`config.mk`:
```
export PLATFORM = sky130hd
export DESIGN_NAME = dbgTop
export DESIGN_NICKNAME = d
export VERILOG_FILES = /design/src/rtl/dbgPkg.sv /design/src/rtl/dbgDacMatch.sv /design/src/rtl/dbgEventCtl.sv /design/src/rtl/dbgIacMatch.sv /design/src/rtl/dbgSprRegs.sv /design/src/rtl/dbgTop.sv
export SDC_FILE = /design/constraint.sdc
export NUM_CORES = 1
export LEC_CHECK = 0
export ABC_AREA = 1
export BUFFER_PORTS_ARGS = -buffer_cell sky130_fd_sc_hd__buf_2
export CAP_MARGIN = 20
export CORE_ASPECT_RATIO = 1.2
export CORE_MARGIN = 2
export CORE_UTILIZATION = 41
export CTS_CLUSTER_DIAMETER = 50
export DETAILED_ROUTE_END_ITERATION = 10
export PLACE_DENSITY = 0.73
export RECOVER_POWER = 100
export SLEW_MARGIN = 5
export SYNTH_ARGS = -nofsm -noshare
export SYNTH_HDL_FRONTEND = slang
export SYNTH_SLANG_ARGS = --single-unit
```
`constraint.sdc`:
```
create_clock -name CB -period 1.7 [get_ports CB]
set_input_delay 0.34 -clock CB [delete_from_list [all_inputs] [get_ports CB]]
set_output_delay 0.34 -clock CB [all_outputs]
set_load 0.02 [all_outputs]
```
`src/rtl/dbgPkg.sv`:
```
/*
  Debug control definitions
  Register field positions, write masks, SPR selector and the structs
  shared by the debug blocks. Bit 0 is the MSB of an SPR word.
*/
package dbgPkg;

  localparam int SprWidth  = 32;
  localparam int NumIac    = 4;
  localparam int NumDac    = 2;
  localparam int NumEvents = NumIac + 2 * NumDac;

  typedef logic [0:SprWidth-1] sprWord_t;

  // **************************************************************************
  // Register field positions, big-endian numbering
  // **************************************************************************

  // DBCR0
  localparam int Dbcr0Edm      = 0;
  localparam int Dbcr0Idm      = 1;
  localparam int Dbcr0IacEn    = 8;
  localparam int Dbcr0Iac12Rng = 12;
  localparam int Dbcr0Iac34Rng = 13;

  // DBCR1
  localparam int Dbcr1DacRdEn = 0;
  localparam int Dbcr1DacWrEn = 2;
  localparam int Dbcr1DacRng  = 8;

  // DBSR hit fields, bits 8 to 15
  localparam int DbsrIacHit   = 8;
  localparam int DbsrDacRdHit = 12;
  localparam int DbsrDacWrHit = 14;

  // Implemented bits of each register
  localparam sprWord_t Dbcr0WrMask = 32'hC0FC_0000;
  localparam sprWord_t Dbcr1WrMask = 32'hF080_0000;
  localparam sprWord_t DbsrMask    = 32'h00FF_0000;

  // **************************************************************************
  // SPR access and block interface types
  // **************************************************************************

  typedef enum logic [1:0]
  {
    SelDbcr0,
    SelDbcr1,
    SelDbsr,
    SelNone
  } sprSel_e;

  typedef struct packed
  {
    logic     write;
    sprSel_e  sel;
    sprWord_t data;
  } sprReq_t;

  // Instruction address compare results from the fetch side
  typedef struct packed
  {
    logic              valid;
    logic [1:NumIac]   eq;
    logic [1:NumIac]   gt;
  } iacCmp_t;

  // Effective address compare results for a load or store
  typedef struct packed
  {
    logic              valid;
    logic              isStore;
    logic [1:NumDac]   eq;
    logic [1:NumDac]   gt;
  } dacCmp_t;

  // Same order as DBSR bits 8 to 15
  typedef struct packed
  {
    logic [1:NumIac] iacHit;
    logic [1:NumDac] dacRdHit;
    logic [1:NumDac] dacWrHit;
  } dbgEvents_t;

  typedef struct packed
  {
    logic            edm;
    logic            idm;
    logic [1:NumIac] iacEn;
    logic            iac12Rng;
    logic            iac34Rng;
    logic [1:NumDac] dacRdEn;
    logic [1:NumDac] dacWrEn;
    logic            dacRng;
  } dbgCtl_t;

endpackage

```
`src/rtl/dbgDacMatch.sv`:
```
/*
  Data address compare
  Exact or range matching of loads and stores against the two DAC
  channels, registered into the writeback stage.
*/
`timescale 1ns/1ps

module dbgDacMatch
(
  input  logic                    CB,
  input  logic                    reset,
  input  dbgPkg::dbgCtl_t         ctl,
  input  dbgPkg::dacCmp_t         dataCmp,
  output logic [1:dbgPkg::NumDac] wbDacRdHit,
  output logic [1:dbgPkg::NumDac] wbDacWrHit
);

  logic [1:dbgPkg::NumDac] nxtRdHit;
  logic [1:dbgPkg::NumDac] nxtWrHit;
  logic                    inRange;

  // DAC1 is the inclusive lower bound, DAC2 the exclusive upper one
  assign inRange = ~dataCmp.gt[1] & dataCmp.gt[dbgPkg::NumDac];

  always_comb
  begin
    logic chHit;

    nxtRdHit = '0;
    nxtWrHit = '0;
    for (int n = 1; n <= dbgPkg::NumDac; n++)
    begin
      // Only DAC1 reports a range hit
      if (ctl.dacRng)
        chHit = (n == 1) & inRange;
      else
        chHit = dataCmp.eq[n];
      nxtRdHit[n] = chHit & ctl.dacRdEn[n] & ~dataCmp.isStore;
      nxtWrHit[n] = chHit & ctl.dacWrEn[n] & dataCmp.isStore;
    end
  end

  // Writeback-stage event register
  always_ff @(posedge CB)
  begin
    if (reset)
    begin
      wbDacRdHit <= '0;
      wbDacWrHit <= '0;
    end
    else if (dataCmp.valid)
    begin
      wbDacRdHit <= nxtRdHit;
      wbDacWrHit <= nxtWrHit;
    end
    else
    begin
      wbDacRdHit <= '0;
      wbDacWrHit <= '0;
    end
  end

endmodule

```
`src/rtl/dbgEventCtl.sv`:
```
/*
  Debug event control
  Qualifies writeback events by flush and debug mode into the DBSR set
  vector, and raises the debug interrupt or stop request.
*/
`timescale 1ns/1ps

module dbgEventCtl
(
  input  dbgPkg::dbgCtl_t         ctl,
  input  logic [1:dbgPkg::NumIac] wbIacHit,
  input  logic [1:dbgPkg::NumDac] wbDacRdHit,
  input  logic [1:dbgPkg::NumDac] wbDacWrHit,
  input  logic                    wbFlush,
  input  logic                    msrDE,
  input  dbgPkg::dbgEvents_t      dbsrEvents,
  output dbgPkg::dbgEvents_t      eventSet,
  output logic                    debugIntrp,
  output logic                    stopReq
);

  dbgPkg::dbgEvents_t wbEvents;
  logic               recordEn;
  logic               anyHit;

  // **************************************************************************
  // Event recording
  // **************************************************************************

  always_comb
  begin
    wbEvents.iacHit   = wbIacHit;
    wbEvents.dacRdHit = wbDacRdHit;
    wbEvents.dacWrHit = wbDacWrHit;
  end

  // Flushed instructions and disabled debug record nothing
  assign recordEn = ~wbFlush & (ctl.edm | ctl.idm);

  always_comb
  begin
    if (recordEn)
      eventSet = wbEvents;
    else
      eventSet = '0;
  end

  // **************************************************************************
  // Debug requests
  // **************************************************************************

  assign anyHit = |dbsrEvents;

  // External mode stops the core
  assign stopReq = ctl.edm & anyHit;

  // Internal mode takes an interrupt, external mode has priority
  assign debugIntrp = ctl.idm & ~ctl.edm & msrDE & anyHit;

endmodule

```
`src/rtl/dbgIacMatch.sv`:
```
/*
  Instruction address compare
  Exact or paired range matching of the four IAC channels, registered
  into the writeback stage.
*/
`timescale 1ns/1ps

module dbgIacMatch
(
  input  logic                    CB,
  input  logic                    reset,
  input  dbgPkg::dbgCtl_t         ctl,
  input  dbgPkg::iacCmp_t         instCmp,
  output logic [1:dbgPkg::NumIac] wbIacHit
);

  logic [1:dbgPkg::NumIac] nxtHit;

  // Channels work in pairs, IAC1/IAC2 and IAC3/IAC4
  always_comb
  begin
    int   lo;
    int   hi;
    logic rng;

    nxtHit = '0;
    for (int p = 0; p < dbgPkg::NumIac / 2; p++)
    begin
      lo  = 2 * p + 1;
      hi  = 2 * p + 2;
      rng = (p == 0) ? ctl.iac12Rng : ctl.iac34Rng;
      if (rng)
      begin
        // Lower bound inclusive, upper bound exclusive
        nxtHit[lo] = ctl.iacEn[lo] & ~instCmp.gt[lo] & instCmp.gt[hi];
      end
      else
      begin
        nxtHit[lo] = ctl.iacEn[lo] & instCmp.eq[lo];
        nxtHit[hi] = ctl.iacEn[hi] & instCmp.eq[hi];
      end
    end
  end

  // Writeback-stage event register, empty when no instruction moves
  always_ff @(posedge CB)
  begin
    if (reset)
      wbIacHit <= '0;
    else if (instCmp.valid)
      wbIacHit <= nxtHit;
    else
      wbIacHit <= '0;
  end

endmodule

```
`src/rtl/dbgSprRegs.sv`:
```
/*
  Debug SPR register block
  Holds DBCR0, DBCR1 and DBSR behind a valid/ready access port with a
  held read response, and decodes the control fields.
*/
`timescale 1ns/1ps

module dbgSprRegs
(
  input  logic                        CB,
  input  logic                        reset,
  input  logic                        sprReqValid,
  input  dbgPkg::sprReq_t             sprReq,
  output logic                        sprReqReady,
  output logic                        sprRspValid,
  output logic [0:dbgPkg::SprWidth-1] sprRspData,
  input  logic                        sprRspReady,
  input  dbgPkg::dbgEvents_t          eventSet,
  output dbgPkg::dbgCtl_t             ctl,
  output dbgPkg::dbgEvents_t          dbsrEvents
);

  dbgPkg::sprWord_t   dbcr0;
  dbgPkg::sprWord_t   dbcr1;
  dbgPkg::dbgEvents_t dbsr;
  dbgPkg::sprWord_t   dbsrWord;
  dbgPkg::sprWord_t   clrWord;
  dbgPkg::dbgEvents_t dbsrClr;
  dbgPkg::sprWord_t   rdWord;
  logic               reqFire;
  logic               wrFire;
  logic               rdFire;

  // **************************************************************************
  // Request handshake
  // **************************************************************************

  // Stall only while a read response is waiting
  assign sprReqReady = ~(sprRspValid & ~sprRspReady);
  assign reqFire     = sprReqValid & sprReqReady;
  assign wrFire      = reqFire & sprReq.write;
  assign rdFire      = reqFire & ~sprReq.write;

  // DBSR hit bits placed in SPR word form
  always_comb
  begin
    dbsrWord = '0;
    dbsrWord[dbgPkg::DbsrIacHit +: dbgPkg::NumIac]   = dbsr.iacHit;
    dbsrWord[dbgPkg::DbsrDacRdHit +: dbgPkg::NumDac] = dbsr.dacRdHit;
    dbsrWord[dbgPkg::DbsrDacWrHit +: dbgPkg::NumDac] = dbsr.dacWrHit;
  end

  // Write-one-to-clear vector for DBSR
  always_comb
  begin
    clrWord = '0;
    if (wrFire && sprReq.sel == dbgPkg::SelDbsr)
      clrWord = sprReq.data & dbgPkg::DbsrMask;
    dbsrClr.iacHit   = clrWord[dbgPkg::DbsrIacHit +: dbgPkg::NumIac];
    dbsrClr.dacRdHit = clrWord[dbgPkg::DbsrDacRdHit +: dbgPkg::NumDac];
    dbsrClr.dacWrHit = clrWord[dbgPkg::DbsrDacWrHit +: dbgPkg::NumDac];
  end

  // Read mux, current values before any update at this edge
  always_comb
  begin
    case (sprReq.sel)
      dbgPkg::SelDbcr0: rdWord = dbcr0;
      dbgPkg::SelDbcr1: rdWord = dbcr1;
      dbgPkg::SelDbsr:  rdWord = dbsrWord;
      default:          rdWord = '0;
    endcase
  end

  // **************************************************************************
  // Register storage
  // **************************************************************************

  always_ff @(posedge CB)
  begin
    if (reset)
    begin
      dbcr0 <= '0;
      dbcr1 <= '0;
    end
    else
    begin
      if (wrFire && sprReq.sel == dbgPkg::SelDbcr0)
        dbcr0 <= sprReq.data & dbgPkg::Dbcr0WrMask;
      if (wrFire && sprReq.sel == dbgPkg::SelDbcr1)
        dbcr1 <= sprReq.data & dbgPkg::Dbcr1WrMask;
    end
  end

  // Hardware set wins over a software clear
  always_ff @(posedge CB)
  begin
    if (reset)
      dbsr <= '0;
    else
      dbsr <= (dbsr & ~dbsrClr) | eventSet;
  end

  // Held read response
  always_ff @(posedge CB)
  begin
    if (reset)
      sprRspValid <= 1'b0;
    else if (rdFire)
      sprRspValid <= 1'b1;
    else if (sprRspReady)
      sprRspValid <= 1'b0;
  end

  always_ff @(posedge CB)
  begin
    if (rdFire)
      sprRspData <= rdWord;
  end

  // Control field decode
  assign ctl.edm      = dbcr0[dbgPkg::Dbcr0Edm];
  assign ctl.idm      = dbcr0[dbgPkg::Dbcr0Idm];
  assign ctl.iacEn    = dbcr0[dbgPkg::Dbcr0IacEn +: dbgPkg::NumIac];
  assign ctl.iac12Rng = dbcr0[dbgPkg::Dbcr0Iac12Rng];
  assign ctl.iac34Rng = dbcr0[dbgPkg::Dbcr0Iac34Rng];
  assign ctl.dacRdEn  = dbcr1[dbgPkg::Dbcr1DacRdEn +: dbgPkg::NumDac];
  assign ctl.dacWrEn  = dbcr1[dbgPkg::Dbcr1DacWrEn +: dbgPkg::NumDac];
  assign ctl.dacRng   = dbcr1[dbgPkg::Dbcr1DacRng];

  assign dbsrEvents = dbsr;

endmodule

```
`src/rtl/dbgTop.sv`:
```
/*
  Debug control top level
  Connects the SPR register block, the IAC and DAC matchers and the
  event control.
*/
`timescale 1ns/1ps

module dbgTop
(
  input  logic                        CB,
  input  logic                        reset,
  input  logic                        sprReqValid,
  input  dbgPkg::sprReq_t             sprReq,
  output logic                        sprReqReady,
  output logic                        sprRspValid,
  output logic [0:dbgPkg::SprWidth-1] sprRspData,
  input  logic                        sprRspReady,
  input  dbgPkg::iacCmp_t             instCmp,
  input  dbgPkg::dacCmp_t             dataCmp,
  input  logic                        wbFlush,
  input  logic                        msrDE,
  output logic                        debugIntrp,
  output logic                        stopReq
);

  dbgPkg::dbgCtl_t         ctl;
  dbgPkg::dbgEvents_t      dbsrEvents;
  dbgPkg::dbgEvents_t      eventSet;
  logic [1:dbgPkg::NumIac] wbIacHit;
  logic [1:dbgPkg::NumDac] wbDacRdHit;
  logic [1:dbgPkg::NumDac] wbDacWrHit;

  dbgSprRegs uSprRegs
  (
    .CB          (CB),
    .reset       (reset),
    .sprReqValid (sprReqValid),
    .sprReq      (sprReq),
    .sprReqReady (sprReqReady),
    .sprRspValid (sprRspValid),
    .sprRspData  (sprRspData),
    .sprRspReady (sprRspReady),
    .eventSet    (eventSet),
    .ctl         (ctl),
    .dbsrEvents  (dbsrEvents)
  );

  dbgIacMatch uIacMatch
  (
    .CB       (CB),
    .reset    (reset),
    .ctl      (ctl),
    .instCmp  (instCmp),
    .wbIacHit (wbIacHit)
  );

  dbgDacMatch uDacMatch
  (
    .CB         (CB),
    .reset      (reset),
    .ctl        (ctl),
    .dataCmp    (dataCmp),
    .wbDacRdHit (wbDacRdHit),
    .wbDacWrHit (wbDacWrHit)
  );

  dbgEventCtl uEventCtl
  (
    .ctl        (ctl),
    .wbIacHit   (wbIacHit),
    .wbDacRdHit (wbDacRdHit),
    .wbDacWrHit (wbDacWrHit),
    .wbFlush    (wbFlush),
    .msrDE      (msrDE),
    .dbsrEvents (dbsrEvents),
    .eventSet   (eventSet),
    .debugIntrp (debugIntrp),
    .stopReq    (stopReq)
  );

endmodule

```
-- Yosys cells after proc, flatten, opt, wreduce, memory -nomap -nowiden
Cells that the tools add are included.
- flip-flop bits (word level): 62
- input port bits: 56
- word-level logic and storage cells: 74
- output and inout bits: 36
- mux-type cells: 9
- eq/ne operators: 2
- bitwise gates (word level): 41
- reductions and logical operators: 10
- operators by type and width (operator ; number):
    $pmux 32 s3 ; 1
    $and 1x1->1 ; 26
    $mux 24 ; 1
    $not 1->1 ; 11
    $and 8x8->8 ; 1
    $mux 8 ; 1
    $not 8->8 ; 1
    $or 8x8->8 ; 1
    $reduce_or 8->1 ; 1
    $mux 1 ; 6
    $reduce_or 3->1 ; 2
    $reduce_or 2->1 ; 2
    $logic_and 1x1->1 ; 3
    $eq 2x1->1 const B ; 1
    $eq 2x2->1 const B ; 1
    $logic_not 2->1 ; 1
    $reduce_bool 2->1 ; 1
    $or 1x1->1 ; 1

-- Logic depth before layout (Yosys ltp)
- word-level depth: 10
- depth in mapped cells: 7
- gate-level depth less buffers: 6

-- Modules after synthesis
A second synthesis with hierarchy kept.
- cell total of the unflattened synthesis: 257
- area total of the unflattened synthesis: 2005.7 um2
- by module, submodules not included (module ; area an instance (um2) ; cells each ; times used):
    dbgSprRegs ; 1566.5 ; 185 ; 1
    dbgIacMatch ; 158.9 ; 23 ; 1
    dbgDacMatch ; 156.4 ; 21 ; 1
    dbgEventCtl ; 123.9 ; 28 ; 1

-- Worst setup path after synthesis
Ideal clock, no wire load.
- kind: reg-to-reg
- start point: register uSprRegs.sprRspValid
- end point: register uSprRegs.sprRspData[0] (netlist bit) (enable)
- arrival: 1.324 ns
- setup time: 0.380 ns
- buffers on the path: 1
- setup slack: -0.004 ns
- period minus slack after synthesis: 1.704 ns
- cell stages (with the launch flop): 5
- path through: dfxtp_1 > a21oi_4 > buf_6 > inv_1 > nor2_1
- cells in the longest elaborated chain, start to end: 4
- RTL lines (element ; RTL line ; source):
    start: declaration ; dbgSprRegs.sv:15 ; output logic sprRspValid,
    start signal: assignment ; dbgSprRegs.sv:108 ; sprRspValid <= 1'b0;
    start signal: assignment ; dbgSprRegs.sv:110 ; sprRspValid <= 1'b1;
    start signal: assignment ; dbgSprRegs.sv:112 ; sprRspValid <= 1'b0;
    $and 1x1->1 ; dbgSprRegs.sv:39 ; assign sprReqReady = ~(sprRspValid & ~sprRspReady);
    $not 1->1 ; dbgSprRegs.sv:39 ;
    $and 1x1->1 ; dbgSprRegs.sv:40 ; assign reqFire = sprReqValid & sprReqReady;
    $and 1x1->1 ; dbgSprRegs.sv:42 ; assign rdFire = reqFire & ~sprReq.write;
    via uSprRegs.rdFire ; dbgSprRegs.sv:32 ; logic rdFire;
    end signal: assignment ; dbgSprRegs.sv:118 ; sprRspData <= rdWord;
    end: declaration ; dbgSprRegs.sv:16 ; output logic [0:dbgPkg::SprWidth-1] sprRspData,
The timed path passes the listed nets, and every way through them passes these cells.
A chain may end at the register's enable or synchronous reset.

-- Final worst setup path
- start point: register uSprRegs.dbsr, in the netlist uSprRegs.dbsrEvents[4]
- end point: output debugIntrp
- cells in the longest elaborated chain, start to end: 2
- RTL lines (element ; RTL line ; source):
    start: declaration ; dbgSprRegs.sv:25 ; dbgPkg::dbgEvents_t dbsr;
    start signal: assignment ; dbgSprRegs.sv:101 ; dbsr <= (dbsr & ~dbsrClr) | eventSet;
    $reduce_or 8->1 ; dbgEventCtl.sv:52 ; assign anyHit = |dbsrEvents;
    $and 1x1->1 ; dbgEventCtl.sv:58 ; assign debugIntrp = ctl.idm & ~ctl.edm & msrDE & anyHit;
    end: declaration ; dbgTop.sv:22 ; output logic debugIntrp,
No other way between the ends.

==> metrics.md <==
| Metric | Value |
|---|---|
| Layout area overhead | 13.89% |
| Area leader, netlist | dfxtp_1 |
| Fin crit share | 0.9193 |
| Post-synthesis xor/xnor area fraction | 0 |
| Slew headroom | 0.5217 |
| M2 GR Usage | 0.2510 |
| Most frequent cells in the layout | nor2_1, buf_2, dfxtp_1, inv_1, nand2_1 |
| CTS H-tree depth | 2 |
| Clk_lat worst skew | between 200 and 300 ps |
| GPL Wtd Cong | just over 0.8 |
| Worst-Margin Slew | 714.8 ps |
| Wire per inst | 11.34 um |
| Vias in the first global route | around 1,300 |
| Synth Warn # | 0 |
| Pre-CTS setup slack | between 300 and 400 ps |
| Post-synthesis mux area share | 0 |
| Fin Setup TNS | 0 ps |
| Core area | 4527 sq um |
| Gates resized, CTS repair | 0 |
| Die Y | just under 80 um |
| Clock transition at the registers of the reported paths | about 70 ps |
| Antenna Violating Nets Remaining | 0 |
| Post-Synth Adder-Cell Area | 0 |
| # port buffers | 51 |
| # DRC | 0 |
| Hold-fix buffers, CTS | 0 |
| CP Launch Type | flip-flop |
| Average size of a mapped cell | between 8 and 9 sq um |
| Outcome | finished clean |
| Worst Path Required | about 1400 ps |
| Worst EP arrival | 1220 ps |
| DIE AREA | approximately 5200 sq um |
| Fmax | between 0.6 and 0.7 GHz |
| Via count | 1,552 |
| Post-synthesis cell type count | 27 |
| Met3 Use GR | 0.03541 |
| DRT iter0 DRCs | 24 |
| GRT Resource Usage Total | 0.1513 |
| Aggregate routed wire length | around 3800 um |
| FP Rows | 27 |
| Register area | 960.9 sq um |
| Hold Path Class | in -> reg |
| Clk sinks | 42 |
| CTS root buf | clkbuf_8 |
| CTS tree | yes |
| CTS Buffer Depth | 2 |
| Tmin final | around 1600 ps |
| Dpl cells | roughly 330 |
| Routed vias/inst | between 4 and 5 |
| Synth Instances | 225 |
| Multi-input gate area | a little under 700 sq um |
| Final Skew | 5.163 ps |
| Max_cap viols | 0 |
| Fill count | ~470 |
| DR pass1 iterations | 4 |
| Initial antenna violation count | 0 |
| Worst-path fanout max | 2 |
| Dominant cells by area after synthesis | dfxtp_1, edfxtp_1, buf_4 |
| Fin. Hold Viols | 0 |
| Final hold slack | about 250 ps |
| RSZ-0062 raised after global routing | false |
| Reg-to-reg slack, setup | around 170 ps |
| Synth Area in Simple Gates | 0.2221 |
| First-pass GRT wire length | a little under 6000 um |
| Count of final setup violators | 0 |
| Nets | around 340 |
| Die width | between 60 and 70 um |
| Busiest grt layer | met2 |
| Main combinational cell family by area after synthesis | simple AND/OR/NAND/NOR gates |
| Antenna Cells | 0 |
| Synth Area in Compound Gates | 0.1166 |
| Initial Util | 0.4218 |
| Cell area after synthesis | around 1900 sq um |
| CP Capture Type | primary output |
| Met1 usage | 0.1874 |
| Largest net degree at the start of global routing | 17 |
| Commonest non-fill, non-tap cell in the layout | nor2_1 |
| Count of final max-slew check failures | 0 |
| IO Pins | between 90 and 100 |
| VDD IR max | 385.4 uV |
| Final worst slack | 137.1 ps |
| Share of layout cells above drive strength 1 | 0.1815 |
| FF+latch count, synth | between 40 and 50 |
| Setup Buffers After CTS | 0 |
| P_leak | 0.8467 nW |
| Remaining Overflow, GRT | 0 |
| Pwr dens | roughly 860 nW/um^2 |
| CP Class | reg -> out |
| DP HPWL | 3005 um |
| Share of the synthesized area in the top cell type | 0.3145 |
| Num CTS Buffers | 5 |
| Register area share after synthesis | 0.5033 |
| Finished Layout Cells | 339 |
## sequential cells by signal (all words and copies together) (netlist names)
name                  count
uIacMatch.wbIacHit        4
uSprRegs.sprRspData      12
uSprRegs.sprRspValid      1
uDacMatch.wbDacWrHit      2
uSprRegs.dbcr1            5
uSprRegs.dbsrEvents       8
uSprRegs.dbcr0            8
uDacMatch.wbDacRdHit      2
## cell type report
cell class / instances / share of cell area
Sequential cell: 42 / 0.4419
Tap cell: 58 / 0.03337
Clock buffer: 6 / 0.03337
Inverter: 31 / 0.05639
Multi-Input combinational cell: 147 / 0.3176
Timing Repair Buffer: 53 / 0.1133
Clock inverter: 2 / 0.004028
## path summary, 6_finish.rpt
path         cells past startpoint                    start                       to
min                              2               dataCmp[4]  uDacMatch.wbDacRdHit[2]
max                              5   uSprRegs.dbsrEvents[4]               debugIntrp
min reg2reg                      2  uDacMatch.wbDacRdHit[1]   uSprRegs.dbsrEvents[3]
max reg2reg                      4     uSprRegs.sprRspValid   uSprRegs.sprRspData[3]
## cell families (layout without fill, tap and decap cells)
family,Yosys count,count (layout)
other cells,1,20
flops,42,42
buf+inv,55,92
compound gates,38,38
simple gates,89,89
## worst max-delay path: stages (launching register included)
cell	delay, ps
dfxtp_1	320
inv_1	90
nand4_1	110
nor2_1	200
nor2_1	60
clkbuf_2	150
## layer usage
| layer | routed length [um] | up-vias | part of all wire |
|---|---|---|---|
| met5 | 0 | - | 0 |
| met4 | 65 | 0 | 0.017 |
| met3 | 253 | 6 | 0.066 |
| met2 | 1883 | 54 | 0.49 |
| met1 | 1642 | 690 | 0.43 |
| li1 | - | 802 | - |
## cell usage after synthesis
library cell and count:
a21oi_1 10, a21oi_2 1, a21oi_4 1, buf_1 1, buf_2 2, buf_4 20, buf_6 1, clkinv_2 1
clkinv_4 1, conb_1 1, dfxtp_1 30, edfxtp_1 12, inv_1 26, inv_2 3, nand2_1 26, nand3_1 6
nand3_4 2, nand4_1 9, nor2_1 37, nor2_4 3, nor3_1 4, nor4_1 2, o211ai_1 1, o21ai_0 18
o21ai_1 1, o21ai_2 3, o22ai_1 3
## stage by stage
stage | area, sq um | power [mW] | util
floorplan | 1983 | 1.264 | -
CTS | 2232 | 1.904 | 0.4931
detailed placement | 2151 | 1.310 | 0.4751
global placement | 2151 | 1.308 | 0.4751
finish | 2175 | 1.875 | 0.4804
global route | 2175 | 1.950 | 0.4804
## where the power goes
part	leakage [nW]	internal, mW	switching, mW
Clock	0.0426	0.282	0.319
Combinational	0.446	0.0601	0.152
Sequential	0.358	1.05	0.0108
Total	0.847	1.39	0.482
(Power assumes the default switching activity.)
